$ cat config.mk
export PLATFORM = sky130hd
export DESIGN_NAME = fpAdder
export DESIGN_NICKNAME = d
export VERILOG_FILES = /design/src/common/fpPkg.sv /design/src/common/fpBus.sv /design/src/addPath/fpAlign.sv /design/src/addPath/fpUnpack.sv /design/src/addPath/normalize.sv /design/src/design/fpAdder.sv /design/src/design/resultQueue.sv
export SDC_FILE = /design/constraint.sdc
export NUM_CORES = 1
export LEC_CHECK = 0
export BUFFER_PORTS_ARGS = -buffer_cell sky130_fd_sc_hd__buf_2
export CAP_MARGIN = 10
export CORE_MARGIN = 4
export CORE_UTILIZATION = 25
export DETAILED_ROUTE_END_ITERATION = 8
export SYNTH_ARGS = -nofsm -noshare
export SYNTH_HDL_FRONTEND = slang
export SYNTH_SLANG_ARGS = --single-unit
$ cat constraint.sdc
create_clock -name clock -period 11.2 [get_ports clock]
set_input_delay 2.24 -clock clock [delete_from_list [all_inputs] [get_ports clock]]
set_output_delay 2.24 -clock clock [all_outputs]
set_load 0.02 [all_outputs]
$ cat src/common/fpPkg.sv
// Floating-point adder package with field widths, opcodes, operand classes and credit counts
package fpPkg;

    // Single-precision field layout
    localparam int expWidth = 8;
    localparam int manWidth = 23;

    // Working mantissa: hidden bit and fraction in 31..8, guard/round/sticky in 7..0
    localparam int alignWidth = 32;

    // Result queue entries, also the upstream credits held after reset
    localparam int queueDepth = 4;

    // Downstream credits held by the adder after reset
    localparam int outCreditInit = 2;

    // Unpack, align and normalize registers
    localparam int pipeDepth = 3;

    typedef enum logic
    {
        opAdd = 1'b0,
        opSub = 1'b1
    } fpOp;

    typedef struct packed
    {
        logic isNaN;
        logic isInf;
        logic isZero;
    } fpClass;

endpackage

$ cat src/common/fpBus.sv
// Stage bus carrying one floating-point operation between pipeline registers
`timescale 1ns/1ps

interface fpBus;
    import fpPkg::*;

    logic                  valid;
    fpOp                   opcode;
    logic [31:0]           a;
    logic [31:0]           b;
    logic                  signA;
    logic                  signB;
    fpClass                classA;
    fpClass                classB;

    // Aligned sum from the add stage
    logic                  alignedSign;
    logic [expWidth-1:0]   exponentOut;
    logic [alignWidth-1:0] alignedResult;
    logic                  carryOut;

    // Packed result after normalize
    logic [31:0]           result;

    modport producer
    (
        output valid, opcode, a, b, signA, signB, classA, classB,
        output alignedSign, exponentOut, alignedResult, carryOut, result
    );

    modport consumer
    (
        input valid, opcode, a, b, signA, signB, classA, classB,
        input alignedSign, exponentOut, alignedResult, carryOut, result
    );

endinterface

$ cat src/addPath/fpAlign.sv
// Align stage that orders operands, shifts the smaller mantissa and adds or subtracts
`timescale 1ns/1ps

module fpAlign
(
    input  logic   clock,
    input  logic   reset,
    fpBus.consumer in,
    fpBus.producer out
);
    import fpPkg::*;

    logic                  aBigger;
    logic [30:0]           bigWord;
    logic [30:0]           smallWord;
    logic [expWidth-1:0]   expBig;
    logic [expWidth-1:0]   expSmall;
    logic [expWidth-1:0]   expDiff;
    logic [5:0]            shiftAmount;
    logic [alignWidth-1:0] manBig;
    logic [alignWidth-1:0] manSmall;
    logic [alignWidth-1:0] shiftedSmall;
    logic [alignWidth-1:0] lostBits;
    logic [alignWidth-1:0] alignedSmall;
    logic [alignWidth:0]   sum;
    logic                  sumSign;

    // Compare magnitude on exponent and fraction together
    assign aBigger   = in.a[30:0] >= in.b[30:0];
    assign bigWord   = aBigger ? in.a[30:0] : in.b[30:0];
    assign smallWord = aBigger ? in.b[30:0] : in.a[30:0];
    assign sumSign   = aBigger ? in.signA : in.signB;

    assign expBig   = bigWord[expWidth+manWidth-1:manWidth];
    assign expSmall = smallWord[expWidth+manWidth-1:manWidth];
    assign expDiff  = expBig - expSmall;

    // Hidden bit is set only for a nonzero exponent
    assign manBig   = {expBig != '0, bigWord[manWidth-1:0], 8'b0};
    assign manSmall = {expSmall != '0, smallWord[manWidth-1:0], 8'b0};

    // Beyond 32 places everything lands in sticky
    assign shiftAmount = (expDiff > 8'd32) ? 6'd32 : expDiff[5:0];
    assign {shiftedSmall, lostBits} = {manSmall, {alignWidth{1'b0}}} >> shiftAmount;
    assign alignedSmall = {shiftedSmall[alignWidth-1:1], shiftedSmall[0] | (|lostBits)};

    always_comb
    begin
        if (in.signA == in.signB)
            sum = {1'b0, manBig} + {1'b0, alignedSmall};
        else
            sum = {1'b0, manBig - alignedSmall};
    end

    always_ff @(posedge clock)
    begin
        if (reset)
            out.valid <= 1'b0;
        else
            out.valid <= in.valid;
    end

    always_ff @(posedge clock)
    begin
        out.opcode        <= in.opcode;
        out.a             <= in.a;
        out.b             <= in.b;
        out.signA         <= in.signA;
        out.signB         <= in.signB;
        out.classA        <= in.classA;
        out.classB        <= in.classB;
        out.alignedSign   <= sumSign;
        out.exponentOut   <= expBig;
        // Carry sits above the top bit, normalize drops one bit for it
        out.alignedResult <= sum[alignWidth-1:0];
        out.carryOut      <= sum[alignWidth];
    end

endmodule

$ cat src/addPath/fpUnpack.sv
// Unpack stage that registers an accepted operation and classifies both operands
`timescale 1ns/1ps

module fpUnpack
(
    input  logic        clock,
    input  logic        reset,
    input  logic        inValid,
    input  fpPkg::fpOp  opcode,
    input  logic [31:0] a,
    input  logic [31:0] b,
    fpBus.producer      out
);
    import fpPkg::*;

    logic        effSignB;
    logic [31:0] effB;

    function automatic fpClass classify(input logic [31:0] x);
        fpClass c;
        logic   expMax;
        logic   expZero;
        logic   fracZero;
        expMax   = &x[expWidth+manWidth-1:manWidth];
        expZero  = ~|x[expWidth+manWidth-1:manWidth];
        fracZero = ~|x[manWidth-1:0];
        c.isNaN  = expMax && !fracZero;
        c.isInf  = expMax && fracZero;
        // Exponent 0 with a nonzero fraction is kept as a number
        c.isZero = expZero && fracZero;
        return c;
    endfunction

    // Subtract is an add with B negated
    assign effSignB = b[31] ^ (opcode == opSub);
    assign effB     = {effSignB, b[30:0]};

    always_ff @(posedge clock)
    begin
        if (reset)
            out.valid <= 1'b0;
        else
            out.valid <= inValid;
    end

    always_ff @(posedge clock)
    begin
        out.opcode <= opcode;
        out.a      <= a;
        out.b      <= effB;
        out.signA  <= a[31];
        out.signB  <= effSignB;
        out.classA <= classify(a);
        out.classB <= classify(b);
    end

endmodule

$ cat src/addPath/normalize.sv
// Normalize stage that renormalizes, rounds to nearest even and resolves special operands
`timescale 1ns/1ps

module normalize
(
    input  logic   clock,
    input  logic   reset,
    fpBus.consumer in,
    fpBus.producer out
);
    import fpPkg::*;

    logic [alignWidth-1:0] work;
    logic [alignWidth-1:0] rounded;
    logic [5:0]            shiftAmount;
    logic                  guard;
    logic                  round;
    logic                  sticky;
    logic                  roundUp;
    logic                  roundCarry;
    logic [9:0]            expWide;
    logic [manWidth-1:0]   manOut;
    logic [31:0]           normalWord;
    logic [31:0]           packedWord;

    function automatic logic [5:0] leadZeros(input logic [alignWidth-1:0] x);
        logic [5:0] n;
        n = 6'd32;
        for (int i = 0; i < alignWidth; i++)
            if (x[i])
                n = 6'(alignWidth - 1 - i);
        return n;
    endfunction

    always_comb
    begin
        if (in.carryOut)
        begin
            // Shift right once and fold the dropped bit into sticky
            shiftAmount = 6'd0;
            work = {1'b1, in.alignedResult[31:2], |in.alignedResult[1:0]};
        end
        else
        begin
            shiftAmount = leadZeros(in.alignedResult);
            work = in.alignedResult << shiftAmount;
        end

        guard   = work[7];
        round   = work[6];
        sticky  = |work[5:0];
        roundUp = guard && (round || sticky || work[8]);
        {roundCarry, rounded} = {1'b0, work} + {24'b0, roundUp, 8'b0};

        manOut  = roundCarry ? rounded[31:9] : rounded[30:8];
        expWide = {2'b0, in.exponentOut} + 10'(in.carryOut) + 10'(roundCarry)
                - {4'b0, shiftAmount};

        if (!in.carryOut && in.alignedResult == '0)
            normalWord = 32'h0;
        // Negative exponent clamps at 0
        else if (expWide[9])
            normalWord = {in.alignedSign, 8'h00, manOut};
        else if (expWide[8:0] >= 9'd255)
            normalWord = {in.alignedSign, 8'hFF, 23'h0};
        else
            normalWord = {in.alignedSign, expWide[7:0], manOut};
    end

    // NaN first, then infinity, then zero
    always_comb
    begin
        if (in.classA.isNaN)
            packedWord = in.a;
        else if (in.classB.isNaN)
            packedWord = in.b;
        else if (in.classA.isInf)
        begin
            if (in.classB.isInf && (in.signA != in.signB))
                packedWord = {1'b0, 8'hFF, 23'h7FFFFF};
            else
                packedWord = in.a;
        end
        else if (in.classB.isInf)
            packedWord = in.b;
        else if (in.classA.isZero && !in.classB.isZero)
            packedWord = in.b;
        else if (in.classA.isZero || in.classB.isZero)
            packedWord = in.a;
        else
            packedWord = normalWord;
    end

    always_ff @(posedge clock)
    begin
        if (reset)
            out.valid <= 1'b0;
        else
            out.valid <= in.valid;
    end

    always_ff @(posedge clock)
    begin
        out.result <= packedWord;
    end

endmodule

$ cat src/design/fpAdder.sv
// Pipelined single-precision adder and subtracter with credit-based result flow
`timescale 1ns/1ps

module fpAdder
(
    input  logic        clock,
    input  logic        reset,
    input  logic        inValid,
    input  fpPkg::fpOp  opcode,
    input  logic [31:0] a,
    input  logic [31:0] b,
    output logic        inCredit,
    output logic        outValid,
    output logic [31:0] result,
    input  logic        outCredit
);

    fpBus unpackBus();
    fpBus alignBus();
    fpBus normBus();

    fpUnpack i_unpack
    (
        .clock   (clock),
        .reset   (reset),
        .inValid (inValid),
        .opcode  (opcode),
        .a       (a),
        .b       (b),
        .out     (unpackBus.producer)
    );

    fpAlign i_align
    (
        .clock (clock),
        .reset (reset),
        .in    (unpackBus.consumer),
        .out   (alignBus.producer)
    );

    normalize i_normalize
    (
        .clock (clock),
        .reset (reset),
        .in    (alignBus.consumer),
        .out   (normBus.producer)
    );

    resultQueue i_queue
    (
        .clock     (clock),
        .reset     (reset),
        .in        (normBus.consumer),
        .outCredit (outCredit),
        .outValid  (outValid),
        .result    (result),
        .inCredit  (inCredit)
    );

endmodule

$ cat src/design/resultQueue.sv
// Result queue that releases results on downstream credit and returns upstream credits
`timescale 1ns/1ps

module resultQueue
(
    input  logic        clock,
    input  logic        reset,
    fpBus.consumer      in,
    input  logic        outCredit,
    output logic        outValid,
    output logic [31:0] result,
    output logic        inCredit
);
    import fpPkg::*;

    logic [31:0]                   entries [queueDepth];
    logic [$clog2(queueDepth)-1:0] wrPtr;
    logic [$clog2(queueDepth)-1:0] rdPtr;
    logic [2:0]                    count;
    logic [2:0]                    credits;
    logic                          push;
    logic                          pop;

    // Upstream credits keep the queue from overfilling
    assign push = in.valid;
    assign pop  = (count != 3'd0) && (credits != 3'd0);

    assign outValid = pop;
    assign result   = entries[rdPtr];
    assign inCredit = pop;

    always_ff @(posedge clock)
    begin
        if (push)
            entries[wrPtr] <= in.result;
    end

    always_ff @(posedge clock)
    begin
        if (reset)
        begin
            wrPtr   <= '0;
            rdPtr   <= '0;
            count   <= 3'd0;
            credits <= 3'(outCreditInit);
        end
        else
        begin
            if (push)
                wrPtr <= wrPtr + 1'b1;
            if (pop)
                rdPtr <= rdPtr + 1'b1;
            count <= count + 3'(push) - 3'(pop);
            case ({pop, outCredit})
                2'b10:   credits <= credits - 3'd1;
                2'b01:   credits <= credits + 3'd1;
                default: credits <= credits;
            endcase
        end
    end

endmodule

==> results of run 1 <==
power by group through the flow:
stage	Clock, W	Combinational (W)	Sequential [W]
floorplan	0	0.00162	0.00169
global placement	0	0.00227	0.00183
detailed placement	0	0.00225	0.00184
CTS	0.00143	0.00226	0.00181
global route	0.00147	0.00249	0.00184
finish	0.00139	0.00231	0.00182
cell usage in the layout (no fill, tap or decap), drive strengths merged, types with 40 or more instances in the layout:
cell / synthesis / final
nor2: 201 / 201
buf: 31 / 145
mux4: 40 / 40
a21oi: 216 / 216
nand3: 73 / 73
edfxtp: 128 / 128
clkbuf: 97 / 48
inv: 120 / 125
o21ai: 192 / 192
nand2: 234 / 234
ha: 105 / 105
dfxtp: 229 / 229
xnor2: 41 / 41
nor3: 58 / 58
cell families (layout without fill, tap and decap cells):
| group | count (synthesis) | after routing | synth area share |
|---|---|---|---|
| AO/OA/AOI/OAI | 788 | 788 | 0.2400 |
| AND/OR/NAND/NOR | 752 | 752 | 0.1637 |
| flip-flops | 357 | 357 | 0.3918 |
| buffers and inverters | 248 | 334 | 0.04542 |
| adder cells (fa/ha/maj) | 109 | 109 | 0.06479 |
| multiplexers | 86 | 86 | 0.06374 |
| XOR/XNOR | 75 | 75 | 0.03053 |
| other | 0 | 1 | 0 |
per-stage QoR:
stage	worst slack, ns	cell area (sq um)
after detailed placement	1.791	23320
after global placement	1.811	23320
after CTS	1.726	24720
after floorplan	2.578	21510
after global routing	0.7307	24720
final	1.511	24720
worst max-delay path: cells and delay by family (launching register included):
family	cells	cell delay [ns]
compound gates	27	6.28
mux	1	0.49
xor+xnor	1	0.14
flops	1	0.37
fa+ha+maj	3	0.94
buf+inv	2	0.38
simple gates	5	0.98
how the worst max path moves through the flow:
stage	start	end	slack [ns]	cells past startpoint
floorplan	i_unpack.out.b[6]	i_align.out.alignedResult[31]	2.58	42
global placement	i_unpack.out.b[6]	i_align.out.alignedResult[31]	1.81	40
detailed placement	i_unpack.out.b[6]	i_align.out.alignedResult[31]	1.79	40
CTS	i_unpack.out.b[26]	i_align.out.alignedResult[31]	1.73	41
global route	i_unpack.out.b[26]	i_align.out.alignedResult[31]	0.73	41
finish	i_unpack.out.b[6]	i_align.out.alignedResult[31]	1.51	39
registers in the layout, summed over array words and instances (netlist names), 8 cells and up, named ones only:
signal,cells
i_align.out.alignedResult,32
i_align.out.exponentOut,8
i_unpack.out.a,32
i_normalize.out.result,32
i_align.out.b,32
i_unpack.out.b,32
i_align.out.a,32
i_queue.entries,128
area by class of cell:
type                       instances  area (sq um)
clock inverter                    21         350.3
multi-input combinational       1810         12180
inverter                         120         450.4
sequential                       357          8429
clock buffer                      48          1049
antenna                            1         2.502
tap                             1144          1431
timing repair buffer             145         833.3
fill                            8978         60560
per-layer routing:
layer / global-route usage / vias to the layer above / routed length, microns
li1: - / 9128 / -
met4: 0.05243 / 0 / 2441
met5: 0 / - / 0
met1: 0.2425 / 9208 / 35150
met2: 0.2469 / 1064 / 32800
met3: 0.03290 / 145 / 7808
==> out/metrics.cfg, run 1 <==
[run_status]
outcome = finished clean

[clock_network]
clkSlewWorstSetupHoldPaths_ns = 0.06
clock_sinks = 357
cts-root-buf = clkbuf_16
htree_levels = 2
cts_tree = yes
post_cts_resized = 0
clkLatencyLatePin_ns = 0.57
postCtsHoldBufs = 0
clockBufferDepth = 3
post_cts_buffers = 0
numCtsBuffers = 38

[worst_setup_path]
crit_fanout = 18
r2r_end = i_align.out.alignedResult[31]
ff2ff_setup_slack_ns = 1.51
cpMostUsedCell = a21oi_1
cp-start-kind = flip-flop
cpPeakStageDelay_ns = 0.58
end_kind = flip-flop
critical_path_class = reg -> reg
r2r_cells = 39
crit_required_ns = 11.69
r2r-start = i_unpack.out.b[6]
crit_path_top_delay_cell = a2111o_1
arrival_ns = 10.18

[worst_hold_path]
worstHoldEndpoint = i_align.out.classB[1]
min-delay-start = i_unpack.out.classB[1]
hold_path_class = reg -> reg
holdPathStages = 0

[place]
dpl.hpwl_microns = 60730
portBuffers = 102
place_congestion = 1.010
dp_cells = 3576

[floorplanning]
die_area_sq_um = 90810
die_y_microns = 301.3
die_w_microns = 301.3
ios = 103
coreArea_sq_um = 85280
start_util = 0.2523
rows = 107

[power]
pwr-share-seq = 0.330
irDropWorstVdd_v = 0.0001048
total_power_w = 0.005518
p_int_w = 0.003252
p_sw_frac = 0.4105
power_density_nw_per_um2 = 223.2
pwr-share-comb = 0.418
pwr-share-clk = 0.252
leakage_nw = 9.462
power.switching_w = 0.002265

[flow_run]
cap_viol_max_count = 0

[global_route]
grt_max_degree = 77
antenna_found_initial = 4
grt_pass1_vias = 18190
grt_usage = 0.1666
grt_overflow = 0
grt_pass1_wl_microns = 116600

[routing]
ant_nets = 0
avgRoutedWirePerCell_microns = 21.45
via_per_inst = 5.361
wirelength_microns = 78210
drt_first_pass_iters = 6
drc = 0
vias = 19550
initialDrtViolationCount = 2305

[sta]
skew_ns = 0.02236
rsz0062_at_grt = false
period_share = 0.8651
worst_hold_slack_ns = 0.3198
fmax_mhz = 103.2
setup_viol = 0
post-route-min-period_ns = 9.689
slew_violations = 0
tns_ns = 0
slew_headroom = 0.1797
worst_pin_slew_ns = 1.226
hold_viol_final = 0

[logic_synthesis]
syn_avg_cell_area_sq_um = 8.908
yosysSeqAreaShare = 0.3918
netlist_top_cells_count = nand2_1, dfxtp_1, a21oi_1, nor2_1, o21ai_0
synth_edf_count = 128
synth_ff_type = dfxtp_1
yosys.area.top_type = dfxtp_1
synth-seq-cells = 357
synthDistinctLibCells = 90
synth_area_leaders = dfxtp_1, edfxtp_1, ha_1
yosysTopAreaCellShare = 0.2131
ys_async_sr_fraction = 0
netlist_instances = 2415
yosysMostFrequentCell = nand2_1
yosys_warnings = 0
netlist_area_sq_um = 21510
syn-num-nets = 2593

[layout]
drive_gt1_frac = 0.1244
utilization = 0.2899
area.growth.synth_to_final_pct = 14.91
fin_cells = 3646
nets = 2650

Power figures use the tool's default switching activity.
==> run 2, diff against run 1 <==
--- a/config.mk
+++ b/config.mk
@@ -8,8 +8,9 @@
 export BUFFER_PORTS_ARGS = -buffer_cell sky130_fd_sc_hd__buf_2
 export CAP_MARGIN = 10
 export CORE_MARGIN = 4
-export CORE_UTILIZATION = 25
+export CORE_UTILIZATION = 37
 export DETAILED_ROUTE_END_ITERATION = 8
+export REMOVE_ABC_BUFFERS = 1
 export SYNTH_ARGS = -nofsm -noshare
 export SYNTH_HDL_FRONTEND = slang
 export SYNTH_SLANG_ARGS = --single-unit
==> out/metrics.cfg, run 2 (synthesis results as in run 1) <==
[clock_network]
post_cts_resized = 0
clkLatencyLatePin_ns = 0.57
post_cts_buffers = 0
clock_sinks = 357
postCtsHoldBufs = 0
cts_tree = yes
numCtsBuffers = 38
clockBufferDepth = 3
clkSlewWorstSetupHoldPaths_ns = 0.06
htree_levels = 2
cts-root-buf = clkbuf_16

[power]
irDropWorstVdd_v = 0.0001291
pwr-share-comb = 0.430
p_sw_frac = 0.4171
p_int_w = 0.003187
power.switching_w = 0.002281
pwr-share-clk = 0.240
leakage_nw = 9.436
power_density_nw_per_um2 = 226.2
pwr-share-seq = 0.330

[global_route]
grt_usage = 0.2397
antenna_found_initial = 3
grt_pass1_vias = 18750
grt_max_degree = 77
grt_pass1_wl_microns = 116800
grt_overflow = 0

[routing]
wirelength_microns = 78150
via_per_inst = 6.077
initialDrtViolationCount = 2622
vias = 19850
drt_first_pass_iters = 6
drc = 0
avgRoutedWirePerCell_microns = 23.92
ant_nets = 0

[layout]
mostFrequentLayoutCells = nand2_1, dfxtp_1, a21oi_1
top_register = i_queue.entries
area.growth.synth_to_final_pct = 12.34
antenna_cells = 0
nets = 2652
largest_reg_flops = 128
final_common_cell = nand2_1
drive_gt1_frac = 0.1235

[flow_run]
cap_viol_max_count = 0

[sta]
post-route-min-period_ns = 9.722
slew_headroom = 0.1867
worst_hold_slack_ns = 0.3229
rsz0062_at_grt = false
fmax_mhz = 102.9
tns_ns = 0
worst_pin_slew_ns = 1.205
hold_viol_final = 0
skew_ns = 0.02606
period_share = 0.8680
setup_viol = 0
slew_violations = 0

[worst_setup_path]
cpPeakStageDelay_ns = 0.93
critical_path_class = reg -> reg
cpMostUsedCell = a21oi_1
crit_fanout = 11
crit_path_top_delay_cell = a211oi_2
cp-start-kind = flip-flop
end_kind = flip-flop
arrival_ns = 10.21
crit_required_ns = 11.69

[floorplanning]
coreArea_sq_um = 57590
start_util = 0.3736
rows = 88
die_w_microns = 249.1
die_y_microns = 249.1
die_area_sq_um = 62070
ios = 103

[run_status]
outcome = finished clean

[worst_hold_path]
hold_path_class = reg -> reg

[place]
portBuffers = 102
dpl.hpwl_microns = 60630
place_congestion = 1.035

[run 2: cell count changes in the layout (fill, tap and decap cells not counted), sizes merged]
cell      delta
inv          +5
bufinv       -3
buf          +2
clkinvlp     -2
clkinv       -1
diode        -1
[run 2: per-layer routing]
layer / share of wire / vias up / global-route usage
met5: 0.00017 / - / 0
li1: - / 9131 / -
met3: 0.083 / 213 / 0.03853
met1: 0.43 / 9441 / 0.3309
met2: 0.43 / 1065 / 0.3722
met4: 0.051 / 2 / 0.1068
[run 2: per-stage QoR]
stage	cell area [sq um]	total power [W]	cells	utilization	setup WS [ns]
CTS	24170	0.005427	3267	0.4197	1.750
finish	24170	0.005468	3267	0.4197	1.478
floorplan	20990	0.003269	2287	-	1.048
global route	24170	0.005730	3267	0.4197	0.7649
global placement	22860	0.004094	3199	0.3970	1.984
detailed placement	22860	0.004106	3199	0.3970	1.799
[run 2: critical path, delay by kind of cell (launching register included)]
family,cells,cell delay [ns]
xor+xnor,1,0.14
mux,1,0.27
fa+ha+maj,3,1.06
flops,1,0.38
simple gates,10,2.14
buf+inv,1,0.09
compound gates,23,5.54
[run 2: power groups by stage]
stage                     clock network, W  registers, W  logic (W)
after detailed placement                 0       0.00182    0.00229
after global routing               0.00138       0.00182    0.00253
final                              0.00131       0.00180    0.00235
after global placement                   0       0.00180    0.00229
after CTS                          0.00134       0.00179    0.00230
after floorplan                          0       0.00174    0.00153
[run 2: layout make-up]
cell class                 count  area, sq um
fill                        5631        33420
clock inverter                20        255.2
multi-input combinational   1810        12170
timing repair buffer         147        860.8
clock buffer                  48         1050
inverter                     120        450.4
sequential                   357         8429
tap                          765        957.2
[run 2: final timing paths]
check / from / endpoint / slack [ns] / cells past startpoint
worst min register to register: i_unpack.out.classB[1] / i_align.out.classB[1] / 0.32 / 0
worst max-delay path: i_unpack.out.b[28] / i_align.out.alignedResult[31] / 1.48 / 39
worst min-delay path: i_unpack.out.classB[1] / i_align.out.classB[1] / 0.32 / 0
worst max register to register: i_unpack.out.b[28] / i_align.out.alignedResult[31] / 1.48 / 39
